$ cat config.mk
export PLATFORM = sky130hd
export DESIGN_NAME = sampleWindow
export DESIGN_NICKNAME = d
export VERILOG_FILES = /design/src/source/sampleWindow.sv
export VERILOG_INCLUDE_DIRS = /design/src /design/src/source
export SDC_FILE = /design/constraint.sdc
export NUM_CORES = 1
export LEC_CHECK = 0
export BUFFER_PORTS_ARGS = -buffer_cell sky130_fd_sc_hd__clkbuf_2
export CAP_MARGIN = 20
export CORE_UTILIZATION = 30
export DETAILED_ROUTE_END_ITERATION = 16
export RECOVER_POWER = 50
export SYNTH_ARGS = -nofsm -noshare
export SYNTH_HDL_FRONTEND = slang
export SYNTH_SLANG_ARGS = --single-unit
$ cat constraint.sdc
create_clock -name clkDS -period 1.5 [get_ports clkDS]
set_input_delay 0.3 -clock clkDS [delete_from_list [all_inputs] [get_ports clkDS]]
set_output_delay 0.3 -clock clkDS [all_outputs]
set_load 0.005 [all_outputs]
$ cat src/source/hybridDecim_cfg.svh
`ifndef HYBRIDDECIM_CFG_SVH
`define HYBRIDDECIM_CFG_SVH

// Decimation ratio, also the block length in bits
`define DSR 8

// Newest bits seen by the FIR
`define LOOKAHEAD 16

// Complex recursions in the lookback bank
`define POLES 3

// Coefficient format
`define FRAC 14
`define COEF_WIDTH 16

// Sums and pole states
`define ACC_WIDTH 26

// Bits per partial-sum LUT
`define LUT_SIZE 4

// Output word and scaling
`define OUT_WIDTH 14
`define OUT_SHIFT 3

// Cycles from block strobe to valid
`define LATENCY 5
`define WARMUP_BLOCKS 3

`endif
$ cat src/source/sampleWindow.sv
`timescale 1ns/1ps
`include "hybridDecim_cfg.svh"

module sampleWindow (
    input  logic                  clkDS,
    input  logic                  rst,
    input  logic                  din,
    output logic [`DSR-1:0]       blockBits,
    output logic [`LOOKAHEAD-1:0] aheadBits,
    output logic                  blockTick,
    output logic                  windowFull
);

    localparam int winLen = `DSR + `LOOKAHEAD;
    localparam int phaseW = $clog2(`DSR);
    localparam int blkW = $clog2(`WARMUP_BLOCKS + 1);

    // Newest bit at index 0
    logic [winLen-1:0] window;
    logic [phaseW-1:0] phase;
    logic [blkW-1:0] blockCount;
    logic lastBit;

    assign lastBit = (phase == phaseW'(`DSR - 1));

    always_ff @(posedge clkDS or negedge rst) begin
        if (!rst) begin
            window <= '0;
            phase <= '0;
            blockTick <= 1'b0;
            blockCount <= '0;
            windowFull <= 1'b0;
        end else begin
            window <= {window[winLen-2:0], din};
            blockTick <= lastBit;
            phase <= lastBit ? '0 : phase + 1'b1;
            // Count blocks only until the window holds real data
            if (lastBit && !windowFull) begin
                blockCount <= blockCount + 1'b1;
                if (blockCount == blkW'(`WARMUP_BLOCKS - 1))
                    windowFull <= 1'b1;
            end
        end
    end

    for (genvar i = 0; i < `DSR; i++) begin : gBlock
        assign blockBits[i] = window[winLen-1-i];
    end

    for (genvar i = 0; i < `LOOKAHEAD; i++) begin : gAhead
        assign aheadBits[i] = window[`LOOKAHEAD-1-i];
    end

endmodule

# After elaboration in Yosys (flattened, before gate mapping)

Index checks and enable logic that the tools add are counted.

Bits of input ports: 3
Flip-flop bits (word level): 31
Logic and storage cells: 13

Reductions and logical operators: 3
Add/subtract/negate cells: 2
Mux-type cells: 1
Eq/ne operators: 2

Operator list:

| operator              | number |
|---|---|
| $add A3 B1 Y3 const B | 1 |
| $eq A3 B3 Y1 const B  | 1 |
| $mux W3               | 1 |
| $add A2 B1 Y2 const B | 1 |
| $eq A2 B2 Y1 const B  | 1 |
| $reduce_and A2 Y1     | 1 |
| $logic_and A1 B1 Y1   | 1 |
| $logic_not A1 Y1      | 1 |

# Longest topological paths before layout

Depth in word-level cells: 3
Depth in mapped cells: 4

# Least setup slack after synthesis

No wires, ideal clock.

Kind: reg2reg
From: reg phase[0]
To: reg blockCount[1]
Arrival: 1.024 ns
Path slack: 0.397 ns
Buffers on the path: 0
Data required time: 1.421 ns
Stages on the path, launching flop included: 5
Cell sequence: dfrtp_1 -> ha_1 -> ha_1 -> nand2b_4 -> mux2i_1

Word-level cells in the longest chain between the ends: 2

Ends and longest elaborated chain:

| element                  | line               | RTL |
|---|---|---|
| start: declaration       | sampleWindow.sv:20 | `logic [phaseW-1:0] phase;` |
| start signal: assignment | sampleWindow.sv:36 | `phase <= lastBit ? '0 : phase + 1'b1;` |
| $eq A3 B3 Y1             | sampleWindow.sv:24 | `` assign lastBit = (phase == phaseW'(`DSR - 1)); `` |
| via lastBit              | sampleWindow.sv:22 | `logic lastBit;` |
| $logic_and A1 B1 Y1      | sampleWindow.sv:38 | `if (lastBit && !windowFull) begin` |
| end signal: assignment   | sampleWindow.sv:39 | `blockCount <= blockCount + 1'b1;` |
| end: declaration         | sampleWindow.sv:21 | `logic [blkW-1:0] blockCount;` |

The timed path passes the listed nets, and every way through them passes these cells.
A chain may end at the register's enable or synchronous reset.

# Worst setup path in the final report

Ends and elaborated chain as after synthesis.

==> results.yml <==
layout:
  drive_gt1_share_pct: 49.4
  final_cell_area_sq_um: 1150
  utilization_pct: 41.9
  n_fill_cell: 235
  fin_nets: 84
  area_delta_synth_final_pct: 32.4
  area.sequential_sq_um: 776
  n_antenna_cell: 0
  multi_input_area_sq_um: 82.6
worst_setup_path:
  worst-path-max-fanout: 4
  critPathSlowestCell: "dfrtp_1"
  cp_data_required_time_ns: 1.75
  endpoint_kind: "register"
  critical_path.max_stage_delay_ns: 0.40
  crit_arrival_ns: 1.45
  reg2reg_from: "phase[0]"
  cp_cell_sequence: "ha_1, ha_1, nand2b_4, mux2i_1"
  reg2regPathDepth: 4
  startpoint_type: "register"
  crit_start: "phase[0]"
  worstSetupPathType: "register to register"
  rrSetupSlack_ns: 0.29
  reg2reg_to: "blockCount[1]"
  cpMostUsedCell: "ha_1"
timing:
  finalMaxSlewViolations: 0
  worst_slew_pin_slew_ns: 0.729
  fin_crit_ns: 1.21
  setup_violations: 0
  fin_crit_sh_pct: 80.5
  skew_ns: 0.00675
  slew_headroom_pct: 51.4
  finalSetupTns_ns: 0
  rsz0062_at_grt: "false"
  clock.fmax_mhz: 828
  fin_ws_ns: 0.293
  hold_viol: 0
run:
  drv_cap: 0
logic_synthesis:
  netlist_top_cells_count: "31 x dfrtp_1, 3 x ha_1, 2 x inv_1"
  syn_nets: 47
  yosysWarnings: 0
  synthMostInstantiatedCell: "dfrtp_1"
  ys_types: 8
  ys_seq_elements: 31
  synth_top_flop_cell: "dfrtp_1"
  ys_async_sr_fraction_pct: 100
  netlist_area_sq_um: 866
  synth_area_leaders: "dfrtp_1 90%, ha_1 4.3%, nand2b_4 1.6%"
  yosysTopAreaCell: "dfrtp_1"
  synth_top_cell_area_share_pct: 89.6
  netlist_instances: 41
  syn_area_per_cell_sq_um: 21.1
  synth_edf_count: 0
  ys_seq_area_share_pct: 89.6
floorplanning:
  row_count: 19
  fp.coreArea_sq_um: 2730
  start_util_pct: 31.7
  die-area_sq_um: 3100
  ios: 29
  die_x_microns: 55.7
  die_h_microns: 55.7
clock_tree:
  cts-resized-gates: 0
  cts-root-buf: "clkbuf_4"
  cts_tree: "built"
  clock_latency_ns: 0.33
  cts_inserted_buffers: 5
  htree_levels: 2
  cts.sinks: 31
  clockBufferDepth: 2
  clkTransAtPathRegs_ns: 0.10
power_and_ir_drop:
  ir_drop_mv: 0.797
  power_density_nw_per_um2: 1410
  p_leak_nw: 0.607
drt:
  firstDrtPassIters: 2
  wl_per_cell_microns: 11.7
  drc: 0
  drt-total-wl_mm: 1.29
  via_per_inst: 4.15
  vias: 457
  drtIter0Drc: 3
  drtAntennaViolNets: 0
min_path:
  hp-class: "input pin to register"
  hold_path_depth: 1
  holdCritStartpoint: "din"
  hold-path-endpoint: "window[0]"
place:
  place_congestion: 0.624
  placed_cell_area_sq_um: 1050
  hpwlAfterDp_microns: 835
  port_buffers: 28
  post-place-ws_ns: 0.318
global_routing:
  antenna_found_initial: 0
  grt_overflow: 0
  grt_pass1_wl_mm: 2.17
  grt_pass1_vias: 441
  grt.total_usage_pct: 10.1
  grt_max_degree: 32
status:
  status: "finished clean"
## cell usage in the layout (no fill, tap or decap), types with 2 or more instances in the layout
master	n
clkbuf_2	29
dfrtp_1	31
clkbuf_4	5
ha_1	3
inv_1	2
## critical path: cells and delay by family (launching register included)
family,cells,cell delay [ns]
simple gates,1,0.10
flops,1,0.40
fa+ha+maj,2,0.45
mux,1,0.18
## what timing repair did
| action | CTS | global route |
|---|---|---|
| setup buffers | 0 | 0 |
| hold buffers | 1 | 0 |
| endpoints found under the hold margin | 31 | 0 |
## logic make-up after synthesis
kind of cell / share of synthesized area [%]
AO/OA/AOI/OAI: 1.01
XOR/XNOR: 1.01
adder cells (fa/ha/maj): 4.34
buffers and inverters: 0.867
flip-flops: 89.6
multiplexers: 1.16
AND/OR/NAND/NOR: 2.02
## flip-flops by register name, indices dropped and copies added, names as in the netlist
name	count
window	24
windowFull	1
blockCount	2
blockTick	1
phase	3
## per-stage QoR
stage	power, W	std cells	hold slack [ns]
after global placement	0.000957	101	0.323
after floorplan	0.000903	41	0.00441
after detailed placement	0.000958	101	0.333
final	0.00161	110	0.0773
after CTS	0.00164	110	0.0650
after global routing	0.00169	110	0.0502
## how the worst max path moves through the flow
stage / endpoint / slack, ns / depth (start not counted)
finish: blockCount[1] / 0.29 / 4
global route: blockCount[1] / 0.18 / 4
CTS: blockCount[1] / 0.29 / 4
detailed placement: blockCount[1] / 0.32 / 4
global placement: blockCount[1] / 0.37 / 4
floorplan: blockCount[1] / 0.40 / 4
## final cells by class
cell class              count  share of cell area [%]
clock buffers               6                    4.48
clock inverters             2                    3.06
inverters                   2                   0.655
multi-input cells           8                    7.21
flip-flops and latches     31                    67.7
well taps                  31                    3.38
repair buffers             30                    13.5
## report_power, final
part	total, W	switching [W]	internal [W]
Clock	0.000671	0.000277	0.000394
Sequential	0.000884	0.0000165	0.000868
Combinational	0.0000556	0.0000303	0.0000253
Total	0.00161	0.000324	0.00129
## routing by layer
| metal | global-route usage [%] | vias up | routed length (microns) |
|---|---|---|---|
| met2 | 11.7 | 30 | 499 |
| met3 | 8.14 | 4 | 168 |
| met1 | 12.9 | 221 | 596 |
| met5 | 0 | - | 0 |
| li1 | - | 202 | - |
| met4 | 5.36 | 0 | 21 |
Power figures use the tool's default switching activity.
