==> src/source/hybridDecim_cfg.svh <==
`ifndef HYBRIDDECIM_CFG_SVH
`define HYBRIDDECIM_CFG_SVH

// Decimation ratio, also the block length in bits
`define DSR 8

// Newest bits seen by the FIR
`define LOOKAHEAD 16

// Complex recursions in the lookback bank
`define POLES 3

// Coefficient format
`define FRAC 14
`define COEF_WIDTH 16

// Sums and pole states
`define ACC_WIDTH 26

// Bits per partial-sum LUT
`define LUT_SIZE 4

// Output word and scaling
`define OUT_WIDTH 14
`define OUT_SHIFT 3

// Cycles from block strobe to valid
`define LATENCY 5
`define WARMUP_BLOCKS 3

`endif
==> src/source/hybridPkg.sv <==
`include "hybridDecim_cfg.svh"

package hybridPkg;

    typedef logic signed [`COEF_WIDTH-1:0] coefT;
    typedef logic signed [`ACC_WIDTH-1:0] accT;
    typedef logic signed [`OUT_WIDTH-1:0] outT;

    // Lookahead FIR, index 0 nearest to the block
    localparam coefT hbCoef [`LOOKAHEAD] = '{
        16'sd2100, 16'sd2600, 16'sd3100, 16'sd3500,
        16'sd3900, 16'sd4200, 16'sd4400, 16'sd4500,
        16'sd4500, 16'sd4400, 16'sd4200, 16'sd3900,
        16'sd3500, 16'sd3100, 16'sd2600, 16'sd2100
    };

    // Block projections, column 0 is the oldest bit
    localparam coefT ffRe [`POLES][`DSR] = '{
        '{16'sd310, 16'sd420, 16'sd560, 16'sd700, 16'sd820, 16'sd910, 16'sd980, 16'sd1020},
        '{16'sd640, 16'sd520, 16'sd380, 16'sd220, 16'sd60, -16'sd90, -16'sd230, -16'sd350},
        '{-16'sd410, -16'sd180, 16'sd90, 16'sd330, 16'sd510, 16'sd600, 16'sd580, 16'sd470}
    };

    localparam coefT ffIm [`POLES][`DSR] = '{
        '{-16'sd150, -16'sd90, -16'sd20, 16'sd60, 16'sd130, 16'sd200, 16'sd250, 16'sd290},
        '{16'sd220, 16'sd310, 16'sd360, 16'sd370, 16'sd340, 16'sd270, 16'sd170, 16'sd50},
        '{16'sd480, 16'sd350, 16'sd180, -16'sd20, -16'sd210, -16'sd360, -16'sd450, -16'sd470}
    };

    // Pole factors, already raised to the power DSR
    localparam coefT lfRe [`POLES] = '{16'sd11469, 16'sd8192, 16'sd4096};
    localparam coefT lfIm [`POLES] = '{16'sd4915, -16'sd6554, 16'sd9830};

    // Output weights
    localparam coefT wfRe [`POLES] = '{16'sd6000, 16'sd4500, -16'sd3000};
    localparam coefT wfIm [`POLES] = '{-16'sd2000, 16'sd3000, 16'sd2500};

endpackage

==> src/source/lookaheadFir.sv <==
`timescale 1ns/1ps
`include "hybridDecim_cfg.svh"

module lookaheadFir import hybridPkg::*; (
    input  logic                  clkDS,
    input  logic                  rst,
    input  logic [`LOOKAHEAD-1:0] aheadBits,
    input  logic                  blockTick,
    output accT                   aheadSum
);

    localparam int groups = `LOOKAHEAD / `LUT_SIZE;
    localparam int lutDepth = 1 << `LUT_SIZE;

    typedef accT lutT [lutDepth];

    // Signed partial sums of one coefficient group, a 0 bit counts as -1
    function automatic lutT buildLut(input int grp);
        lutT tab;
        accT acc;
        for (int s = 0; s < lutDepth; s++) begin
            acc = '0;
            for (int j = 0; j < `LUT_SIZE; j++) begin
                if (((s >> j) & 1) == 1)
                    acc = acc + hbCoef[grp*`LUT_SIZE + j];
                else
                    acc = acc - hbCoef[grp*`LUT_SIZE + j];
            end
            tab[s] = acc;
        end
        return tab;
    endfunction

    accT groupSum [groups];
    accT firSum;

    for (genvar g = 0; g < groups; g++) begin : gLut
        localparam lutT tab = buildLut(g);
        assign groupSum[g] = tab[aheadBits[g*`LUT_SIZE +: `LUT_SIZE]];
    end

    always_comb begin
        firSum = '0;
        for (int g = 0; g < groups; g++) begin
            firSum = firSum + groupSum[g];
        end
    end

    // Sample once per block
    always_ff @(posedge clkDS or negedge rst) begin
        if (!rst) begin
            aheadSum <= '0;
        end else if (blockTick) begin
            aheadSum <= firSum;
        end
    end

endmodule

==> config.mk <==
export PLATFORM = sky130hd
export DESIGN_NAME = lookaheadFir
export DESIGN_NICKNAME = d
export VERILOG_FILES = /design/src/source/hybridPkg.sv /design/src/source/lookaheadFir.sv
export VERILOG_INCLUDE_DIRS = /design/src /design/src/source
export SDC_FILE = /design/constraint.sdc
export NUM_CORES = 1
export LEC_CHECK = 0
export BUFFER_PORTS_ARGS = -buffer_cell sky130_fd_sc_hd__buf_2
export CAP_MARGIN = 30
export CORE_ASPECT_RATIO = 2
export CORE_UTILIZATION = 36
export DETAILED_ROUTE_END_ITERATION = 12
export SYNTH_ARGS = -nofsm -noshare
export SYNTH_HDL_FRONTEND = slang
export SYNTH_SLANG_ARGS = --single-unit
export TNS_END_PERCENT = 30
==> constraint.sdc <==
create_clock -name clkDS -period 0.8 [get_ports clkDS]
set_input_delay 0.16 -clock clkDS [delete_from_list [all_inputs] [get_ports clkDS]]
set_output_delay 0.16 -clock clkDS [all_outputs]
set_load 0.02 [all_outputs]
* After elaboration in Yosys (flattened, before gate mapping) *
Memories as Yosys holds them, arrays and structs flattened.
Cells that the tools add are included.

word-level totals
  bits in registers = 26
  bits in latches = 0
  memory bits (writable) = 0
  ROM bits = 1,664
  bits of input ports = 19
  output and inout port bits = 26
  word-level logic and storage cells = 24
  memories = 4

memory list
  memory            depth  width  rd ports  clocked after Yosys merged registers in  wr ports  line                RTL
  (name not given)  16     26     1         0                                        0         lookaheadFir.sv:39  assign groupSum[g] = tab[aheadBits[g*`LUT_SIZE +: `LUT_SIZE]];
  (name not given)  16     26     1         0                                        0         lookaheadFir.sv:39
  (name not given)  16     26     1         0                                        0         lookaheadFir.sv:39
  (name not given)  16     26     1         0                                        0         lookaheadFir.sv:39

cells by class
  add/subtract/negate cells = 3
  multiply operators = 0
  div/mod/pow operators = 0
  $lt $le $gt $ge = 4
  equality and inequality tests = 0
  shift-type cells = 0
  multiplexer cells = 8
  bitwise logic cells = 4
  reduce and logical (&&, ||, !) cells = 0

operator list
  cell                                                      count
  26-bit two-way mux                                        8
  26-bit adder                                              3
  5-bit greater-or-equal comparator, second input constant  4
  4-bit inverter with 5-bit output                          4

* Longest topological paths before layout *
  word-level depth = 7
  mapped depth = 17

* Least setup slack after synthesis *
No wires, ideal clock.

  path type = input to register
  start point = input aheadBits[14]
  end point = register aheadSum[18]
  data arrival time = 3.954 ns
  setup slack = -3.236 ns
  cell stages on the path = 15
  path buffers = 4
  cells stage by stage = clkbuf_1 > buf_2 > buf_1 > a21oi_1 > fa_1 > inv_1 > fa_1 > ha_1 > ha_1 > buf_6 > a21o_1 > a21oi_2 > inv_1 > or4_1 > a31oi_1

between the ends
  cells in the longest elaborated chain, start to end = 5

ends and longest elaborated chain
  what                              line                RTL
  from (decl)                       lookaheadFir.sv:7   input logic [`LOOKAHEAD-1:0] aheadBits,
  4-bit inverter with 5-bit output  lookaheadFir.sv:39
  memory 16 x 26 bit                -
  26-bit two-way mux (2 in series)  lookaheadFir.sv:39
  26-bit adder                      lookaheadFir.sv:45  firSum = firSum + groupSum[g];
  to (signal assigned)              lookaheadFir.sv:54  aheadSum <= firSum;
  to (decl)                         lookaheadFir.sv:9   output accT aheadSum

No other way between the ends. The select of a mux whose other input is x is not followed.
A chain may end at the register's enable or synchronous reset.

* Final worst setup path *
  start point = input aheadBits[12]
  end point = register aheadSum[16]

Same word-level chain as after synthesis.

==> impl_metrics.yaml <==
detailed_routing:
  vias: 4157
  drc: 0
  via_per_inst: 5.36
  drt_iter0_markers: 158
  wl_per_cell_um: 17.9
  dr.pass1.iters: 4
  drtAntennaViolNets: 0
  routed_wl_um: 13800
setup_path:
  path_buf_inv: 5
  crit_path_max_incr_delay_ns: 0.51
  worstPathRequired_ns: 0.98
  arrival_ns: 3.83
  crit_path_end_kind: "register"
  critPathLaunchType: "input port"
  crit_fanout: 3
  cp_top_family: "adder cells"
  cp_slowest_cell: "fa_1"
  path_cells: "buf_8 > clkinvlp_4 > buf_6 > ha_4 > nor2_4 > a21oi_2 > a21oi_2 > fa_1 > fa_1 > ha_4 > ha_4 > inv_2 > fa_2 > nor2b_4 > o2111a_1 > o211ai_1 > buf_4 > a211o_1 > o221ai_1"
  crit_type: "in2reg"
  crit_top_cell: "ha_4"
logic_synthesis:
  synthTopCellsByCount: "ha_1, inv_1, nor2_1"
  netlist_instances: 463
  synth_area_leaders: "ha_1, dfrtp_1, fa_1, a21oi_1, inv_1"
  yosysMostFrequentCell: "ha_1"
  synth_edf_count: 0
  avgSynthCellArea_um2: 8.26
  async_flop_share_pct: 100
  synth_seq_cells: 23
  synth_largest_area_cell: "ha_1"
  yosysWarnings: 0
  synth.yosys.seq_area_share_pct: 15.1
  synth_cell_types: 52
  synth_area_um2: 3820
  synth_ff_type: "dfrtp_1"
  netlist.area_leader.share_pct: 21.6
sta:
  finalCritPeriodShare_pct: 456
  finalSetupViolations: 46
  rsz0062_at_grt: "true"
  post-route-min-period_ns: 3.65
  final.setup.worst_slack_ns: -2.85
  hold_violations: 0
  slew_viol_final: 0
  fin_worst_skew_ns: 0
  fin_tns_setup_ns: -63.29
  fmax_mhz: 274
status:
  violations: "negative setup slack"
  status: "complete, but fails checks"
placed_design:
  place_congestion: 0.910
  io_buffers: 41
  place_inst: 743
  hpwl_um: 10400
clock_tree:
  htree_levels: 1
  cts.sinks: 23
  clock_latency_ns: 0.26
  cts_made_buffers: 3
  clk_pin_slew_ns: 0.06
  clock_path_buffers: 2
  cts_tree: "built"
  cts_root_buf: "clkbuf_16"
die:
  ios: 45
  die_h_um: 148
  num_rows: 52
  initial_core_util_pct: 37.4
  die_w_um: 74.9
  core_area_um2: 10200
  die_area_um2: 11100
cells_and_area:
  top_register: "aheadSum"
  area_growth_pct: 71.5
  utilization_pct: 64.2
  instances_no_fill: 775
  largest_reg_flops: 23
  largest_registers: "aheadSum (23)"
  nets: 750
  drive_gt1_share_pct: 54.8
  num_antenna_cells: 0
global_route:
  grt_pass1_vias: 4360
  grt_use_total_pct: 25.6
  grtUsageMet3_pct: 1.09
  antenna_found_initial: 0
  use_met2_pct: 51.3
  grt_pass1_wl_um: 21400
  grt_max_degree: 28
  grt_overflow_total: 0
  grt_util_met1_pct: 23.7
  top_usage_layer: "met2"
run:
  cap_violations: 0
power:
  p_leak_nw: 2.85
  power.density_nw_per_um2: 3880
  peakVddDrop_uv: 4320
hold_path:
  hold_class: "in2async"
power by group:
group | internal, mW | switching (mW)
clock network | 0.674 | 0.451
logic | 11.5 | 10.7
registers | 1.80 | 0.330
total | 14.0 | 11.5
cells by family after synthesis:
group,Yosys count,share of synthesized area [%]
adder cells (fa/ha/maj),90,34.2
other,1,0.0981
AO/OA/AOI/OAI,135,22.6
buffers and inverters,67,7.39
flip-flops,23,15.1
XOR/XNOR,14,3.21
multiplexers,7,2.06
AND/OR/NAND/NOR,126,15.4
stage by stage:
| step | hold WS [ns] | power (mW) | instance area [um^2] | setup slack, ns |
|---|---|---|---|---|
| 2_1_floorplan | -0.136 | 12.4 | 4190 | -2.70 |
| 3_3_place_gp | 0.106 | 18.4 | 5350 | -3.25 |
| 3_5_place_dp | 0.108 | 18.7 | 5350 | -3.29 |
| 4_1_cts | 0.358 | 23.4 | 6240 | -2.77 |
| 5_1_grt | 0.367 | 27.1 | 6560 | -2.99 |
| 6_report | 0.361 | 25.4 | 6560 | -2.85 |
routing by layer:
metal	vias up	wire, um
li1	1973	-
met5	-	0
met3	49	294
met2	121	8140
met1	2014	4450
met4	0	948
layout make-up:
class                      count  area, um^2
multi-input combinational    375        4000
clock buffer                   3        75.1
inverter                      41         170
timing repair buffer         197        1560
fill                         803        3660
tap                          135         169
clock inverter                 1        5.00
sequential                    23         576
timing repair:
item	CTS	global route
resized for setup	142	51
cloned	0	0
setup endpoints to repair	46	46
endpoints found under the hold margin	23	0
buffers inserted	21	13
hold buffers	1	0
pin swaps	87	35
path summary, 6_finish.rpt:
check | from | to | slack, ns | depth (start not counted)
max | aheadBits[12] | aheadSum[16] | -2.85 | 19
min | rst | aheadSum[9] | 0.36 | 3
max reg2reg | aheadSum[3] | aheadSum[3] | 0.03 | 1
min reg2reg | aheadSum[13] | aheadSum[13] | 0.48 | 2
max in group asynchronous | rst | aheadSum[14] | 0.29 | 3
min in group clkDS | blockTick | aheadSum[19] | 0.38 | 5
layout by cell type (no fill, tap or decap), types with 8 or more instances in the layout:
cell and count:
nor2_1 28, a31oi_1 8, a21oi_1 22, a21oi_2 11, ha_4 40, buf_2 29, dfrtp_1 23, ha_1 24
a21o_1 8, fa_1 17, buf_4 133, buf_6 31, inv_2 9, o21ai_1 8, xnor2_1 11, nor3_2 11
inv_1 25, nand2_1 30, o21ai_0 17
Power figures use the tool's default switching activity.
