File: config.mk
export PLATFORM = sky130hd
export DESIGN_NAME = outputCombiner
export DESIGN_NICKNAME = d
export VERILOG_FILES = /design/src/source/hybridPkg.sv /design/src/source/outputCombiner.sv
export VERILOG_INCLUDE_DIRS = /design/src /design/src/source
export SDC_FILE = /design/constraint.sdc
export NUM_CORES = 1
export LEC_CHECK = 0
export ABC_AREA = 1
export BUFFER_PORTS_ARGS = -buffer_cell sky130_fd_sc_hd__buf_2
export CORE_ASPECT_RATIO = 0.5
export CORE_MARGIN = 2
export CORE_UTILIZATION = 35
export CTS_CLUSTER_DIAMETER = 60
export DETAILED_ROUTE_END_ITERATION = 10
export HOLD_SLACK_MARGIN = 0.1
export PLACE_DENSITY_LB_ADDON = 0.15
export SLEW_MARGIN = 20
export SYNTH_ARGS = -nofsm -noshare
export SYNTH_HDL_FRONTEND = slang
export SYNTH_SLANG_ARGS = --single-unit
File: constraint.sdc
create_clock -name clkDS -period 2.9 [get_ports clkDS]
set_input_delay 0.29 -clock clkDS [delete_from_list [all_inputs] [get_ports clkDS]]
set_output_delay 0.29 -clock clkDS [all_outputs]
set_load 0.01 [all_outputs]
File: src/source/hybridDecim_cfg.svh
`ifndef HYBRIDDECIM_CFG_SVH
`define HYBRIDDECIM_CFG_SVH

// Decimation ratio, also the block length in bits
`define DSR 8

// Newest bits seen by the FIR
`define LOOKAHEAD 16

// Complex recursions in the lookback bank
`define POLES 3

// Coefficient format
`define FRAC 14
`define COEF_WIDTH 16

// Sums and pole states
`define ACC_WIDTH 26

// Bits per partial-sum LUT
`define LUT_SIZE 4

// Output word and scaling
`define OUT_WIDTH 14
`define OUT_SHIFT 3

// Cycles from block strobe to valid
`define LATENCY 5
`define WARMUP_BLOCKS 3

`endif
File: src/source/hybridPkg.sv
`include "hybridDecim_cfg.svh"

package hybridPkg;

    typedef logic signed [`COEF_WIDTH-1:0] coefT;
    typedef logic signed [`ACC_WIDTH-1:0] accT;
    typedef logic signed [`OUT_WIDTH-1:0] outT;

    // Lookahead FIR, index 0 nearest to the block
    localparam coefT hbCoef [`LOOKAHEAD] = '{
        16'sd2100, 16'sd2600, 16'sd3100, 16'sd3500,
        16'sd3900, 16'sd4200, 16'sd4400, 16'sd4500,
        16'sd4500, 16'sd4400, 16'sd4200, 16'sd3900,
        16'sd3500, 16'sd3100, 16'sd2600, 16'sd2100
    };

    // Block projections, column 0 is the oldest bit
    localparam coefT ffRe [`POLES][`DSR] = '{
        '{16'sd310, 16'sd420, 16'sd560, 16'sd700, 16'sd820, 16'sd910, 16'sd980, 16'sd1020},
        '{16'sd640, 16'sd520, 16'sd380, 16'sd220, 16'sd60, -16'sd90, -16'sd230, -16'sd350},
        '{-16'sd410, -16'sd180, 16'sd90, 16'sd330, 16'sd510, 16'sd600, 16'sd580, 16'sd470}
    };

    localparam coefT ffIm [`POLES][`DSR] = '{
        '{-16'sd150, -16'sd90, -16'sd20, 16'sd60, 16'sd130, 16'sd200, 16'sd250, 16'sd290},
        '{16'sd220, 16'sd310, 16'sd360, 16'sd370, 16'sd340, 16'sd270, 16'sd170, 16'sd50},
        '{16'sd480, 16'sd350, 16'sd180, -16'sd20, -16'sd210, -16'sd360, -16'sd450, -16'sd470}
    };

    // Pole factors, already raised to the power DSR
    localparam coefT lfRe [`POLES] = '{16'sd11469, 16'sd8192, 16'sd4096};
    localparam coefT lfIm [`POLES] = '{16'sd4915, -16'sd6554, 16'sd9830};

    // Output weights
    localparam coefT wfRe [`POLES] = '{16'sd6000, 16'sd4500, -16'sd3000};
    localparam coefT wfIm [`POLES] = '{-16'sd2000, 16'sd3000, 16'sd2500};

endpackage

File: src/source/outputCombiner.sv
`timescale 1ns/1ps
`include "hybridDecim_cfg.svh"

module outputCombiner import hybridPkg::*; (
    input  logic                  clkDS,
    input  logic                  rst,
    input  accT                   aheadSum,
    input  accT                   backSum,
    input  logic                  blockTick,
    input  logic                  windowFull,
    output logic [`OUT_WIDTH-1:0] pcmOut,
    output logic                  pcmValid
);

    // FIR result is ready two cycles before the last stage
    localparam int alignDelay = `LATENCY - 2;
    localparam int sumW = `ACC_WIDTH + 1;
    localparam logic signed [sumW-1:0] maxOut = sumW'((1 << (`OUT_WIDTH - 1)) - 1);
    localparam logic signed [sumW-1:0] minOut = -maxOut - 1;

    accT aheadDly [alignDelay];
    logic [alignDelay:0] tickMark;
    logic signed [sumW-1:0] total;
    logic signed [sumW-1:0] scaled;
    outT satWord;

    always_ff @(posedge clkDS) begin
        aheadDly[0] <= aheadSum;
        for (int i = 1; i < alignDelay; i++) begin
            aheadDly[i] <= aheadDly[i-1];
        end
    end

    always_comb begin
        total = aheadDly[alignDelay-1] + backSum;
        scaled = total >>> `OUT_SHIFT;
        if (scaled > maxOut)
            satWord = outT'(maxOut);
        else if (scaled < minOut)
            satWord = outT'(minOut);
        else
            satWord = outT'(scaled);
    end

    // Marker follows the FIR result through the alignment
    always_ff @(posedge clkDS or negedge rst) begin
        if (!rst) begin
            tickMark <= '0;
            pcmValid <= 1'b0;
        end else begin
            tickMark <= {tickMark[alignDelay-1:0], blockTick & windowFull};
            pcmValid <= tickMark[alignDelay];
        end
    end

    // Offset binary
    always_ff @(posedge clkDS) begin
        if (tickMark[alignDelay])
            pcmOut <= {~satWord[`OUT_WIDTH-1], satWord[`OUT_WIDTH-2:0]};
    end

endmodule

# Word level (Yosys, flattened, before mapping)
# Memories as Yosys holds them, arrays and structs flattened.
# Cells that the tools add are included.
dict set report word_totals {
  ff_bits 19
  mem_bits_rw 78
  in_bits 56
  out_inout_bits 15
  elab_cells 12
  n_memories 1
}
dict set report classes {
  addsub 1
  order_cmp 2
  mux 2
  bitwise 2
}
# memory depth word_bits read_ports rd_clocked_by_memory_dff write_ports line_no
set mem_list {}
lappend mem_list {aheadDly 3 26 3 0 3 outputCombiner.sv:21} ;# accT aheadDly [alignDelay];
# cell count
set ops {}
lappend ops {{$mux 14} 2}
lappend ops {{$add 26x26->27} 1}
lappend ops {{$gt 24x14->1 const B} 1}
lappend ops {{$lt 24x14->1 const B} 1}
lappend ops {{$and 1x1->1} 1}
lappend ops {{$not 1->1} 1}

# Logic depth before layout (Yosys ltp)
dict set report logic_depth {
  word_depth 5
  ltp_mapped 18
  mapped_depth_nobuf 17
}

# Worst setup path after synthesis
# Ideal clock, no wire load.
dict set report synth_path {
  path_kind {input port to flip-flop}
  start {input port backSum[17]}
  end {register pcmOut[0] (data pin)}
  setup_ps 252
  arrival_ps 1833
  required_ps 2648
  slack_ps 815
  path_stages 16
  path_buffers 1
  cell_sequence {ha_1 > nand2_1 > inv_1 > a21oi_1 > inv_1 > a21oi_1 > nand3_1 > nand2_1 > nand2_1 > nor2_1 > nand2_1 > nor2_1 > nand3_1 > nand2_2 > buf_6 > nand2_1}
}
dict set report synth_between {
  elab_chain_len 3
  word_cells_on_any_way 4
  cone_classes {1 x add/sub; 2 x order compare; 1 x mux}
}
# item line_no
set synth_rtl {}
lappend synth_rtl {{from (decl)} outputCombiner.sv:8} ;# input accT backSum,
lappend synth_rtl {{$add 26x26->27 *} outputCombiner.sv:35} ;# total = aheadDly[alignDelay-1] + backSum;
lappend synth_rtl {{$lt 24x14->1} outputCombiner.sv:39} ;# else if (scaled < minOut)
lappend synth_rtl {{$mux 14} outputCombiner.sv:39}
lappend synth_rtl {{to (signal assigned)} outputCombiner.sv:59} ;# pcmOut <= {~satWord[`OUT_WIDTH-1], satWord[`OUT_WIDTH-2:0]};
lappend synth_rtl {{to (decl)} outputCombiner.sv:11} ;# output logic [`OUT_WIDTH-1:0] pcmOut,
# Every way passes the cells marked *; elsewhere a longest branch is shown, timed or not.
# A chain may end at the register's enable or synchronous reset.

==> run metrics <==
share of cells above drive strength 1 0.162; Crit Reg-Reg Endpoint pcmOut[1]; final hold vios 0; Port Buffers 70; RSZ-0062 raised after global routing false; H-Tree Depth 3; Overall Power 3.18 mW; Post-CTS Setup Inserts 0; Antenna diodes 0; Hold WC Path Type in -> reg; Yosys Warn Count 0; Int Power 2.31 mW; vias in the first global route 3280; Critical Path RT 2.99 ns; clock buffer depth 2; post-synth top area share 0.368; Setup CP Type reg -> reg; clock latency on the worst-skew pair 0.34 ns; GRT Overall Usage 0.156; cts bufs inserted 9; endpoints failing setup 0; final worst path period need 2.53 ns; Seq cells post-synth 97; IO Pins 71; Root Driver clkbuf_16; vias per cell 4.17; fmax 395 MHz; clock sink count 97; Die Wd 160 um; Yosys top cell by area dfxtp_1; Hold Startpoint windowFull; fin util 0.454; final non-filler cell area 0.00536 sq mm; Comb power frac 0.179; first-pass GRT wire length 15.5 mm; synth-to-layout area growth 26.2%; status completed; worst hold endpoint tickMark[0]; # DRC 0; CP Max Fanout 13; Flop pwr share 0.463; CP Data Arrival Time 2.62 ns; Worst VDD drop 315 uV; Net Count, Synth 624; Sw Ratio 0.273; initial drt markers 174; DPL Wire Length 7.62 mm; fin. max-slew vios 0; CP endpoint kind flop; Cells after Synth 543; measured slew at the worst slew-check pin 0.607 ns; Max-Cap Viols 0; Cell Pwr Density 594 mW/mm^2; clk slew on worst S/H paths 0.07 ns; Rows 28; Core Area 0.0118 sq mm; Routed WL per cell 11.6 um; FFs w/ async S/R, synth 0.0515; cell depth of the worst hold path 3; initial antenna violation count 0; Die H 81.9 um; clk_skew 0.00668 ns; P_sw 0.870 mW; Mapped Area 0.00425 sq mm; most common cell in the netlist nand2_1; Worst R2R Path Depth 15; initial core utilization 0.360; Synth area leaders dfxtp_1, nand2_1, edfxtp_1; clock share of power 0.358; post-synthesis cell type count 25; Synth top cells by count nand2_1, inv_1, dfxtp_1; Slew HR 0.595; GR Overflow Total 0; die area 0.0131 sq mm; sequential area share after synthesis 0.496; final wirelength 9.49 mm; fin nets 732; gpl congestion 0.895; largest net degree at the start of global routing 17; reg2reg setup slack 0.37 ns; Critical Path Start Type flop; Top FF cell, synth dfxtp_1; Post-DP Area 0.00479 sq mm; Setup TNS Final 0 ns; DR pass1 iterations 4; Post-synth EDFFs 14; Vias 3421; worst r2r src aheadDly[0][69]; synthesized area per cell 7.82 sq um; Routed Antenna Nets 0; CTS tree done; Pleak 2.84 nW; Final Cycle Share 0.872; Worst Hold Slack 0.131 ns
[cell families after synthesis]
group,Yosys count,synth area share
buffers and inverters,96,0.0884
adders and majority gates,25,0.0737
DFF,97,0.496
and+or+nand+nor,290,0.287
xor gates and xnor gates,13,0.0268
AOI/OAI and AO/OA,22,0.0280
[repair_timing]
action                                 in CTS  in global routing
hold buffers                               27                  0
resized for setup                           0                  0
endpoints found under the hold margin      31                  0
[layer usage]
layer	share of wire	vias up	GRT usage	wire, um
li1	-	1865	-	-
met1	0.54	1465	0.212	5120
met2	0.39	79	0.239	3680
met3	0.058	12	0.0439	552
met4	0.014	0	0.0527	131
met5	0	-	0	0
[metrics by stage]
| step | std cells | setup slack [ns] |
|---|---|---|
| floorplan | 543 | 0.815 |
| global placement | 778 | 0.201 |
| detailed placement | 778 | 0.260 |
| CTS | 821 | 0.363 |
| global route | 821 | 0.0649 |
| finish | 821 | 0.370 |
[critical path, stage by stage, from the launching register on]
cell and delay (ns):
dfxtp_1 0.30, ha_1 0.35, nand2_1 0.15, inv_1 0.05, a21oi_1 0.21, inv_1 0.06
a21oi_1 0.25, nand3_1 0.12, nand2_1 0.08, nand2_1 0.08, nor2_1 0.09, nand2_1 0.05
nor2_1 0.09, nand3_1 0.09, nand2_2 0.21, nand2_1 0.09
[state kept, by name (all words and copies together) (netlist names)]
| name | count |
|---|---|
| aheadDly | 78 |
| pcmOut | 14 |
| tickMark | 4 |
| pcmValid | 1 |
[cell usage in the layout, fill, tap and decap left out, types with 10 or more instances in the layout]
cell type / netlist / routed
nor2_1: 35 / 35
buf_2: 0 / 70
a21oi_1: 15 / 15
dfxtp_1: 78 / 78
nand3_1: 18 / 18
edfxtp_1: 14 / 14
inv_1: 94 / 94
clkbuf_16: 0 / 10
ha_1: 25 / 25
nand2_1: 210 / 210
dlygate4sd3_1: 0 / 27
[power groups by stage]
stage	Sequential, mW	Clock (mW)	Combinational [mW]
after global routing	1.48	1.24	0.652
after global placement	1.51	0	0.546
final	1.47	1.14	0.571
after floorplan	1.51	0	0.376
after CTS	1.48	1.19	0.576
after detailed placement	1.51	0	0.546
[layout make-up]
class	count	area [sq um]
clock buffer	11	254
clock inverter	5	37.5
fill	1250	6450
inverter	94	353
multi-input combinational	350	1760
sequential	97	2110
tap	165	206
timing repair buffer	99	636
[worst max path at each step]
stage	from	end	slack, ns	cells past startpoint
3_5_place_dp	backSum[17]	pcmOut[5]	0.26	16
3_3_place_gp	backSum[17]	pcmOut[9]	0.20	16
5_1_grt	aheadDly[0][69]	pcmOut[10]	0.06	15
4_1_cts	aheadDly[0][69]	pcmOut[5]	0.36	15
2_1_floorplan	backSum[17]	pcmOut[0]	0.81	16
6_report	aheadDly[0][69]	pcmOut[1]	0.37	15
Power figures use the tool's default switching activity.
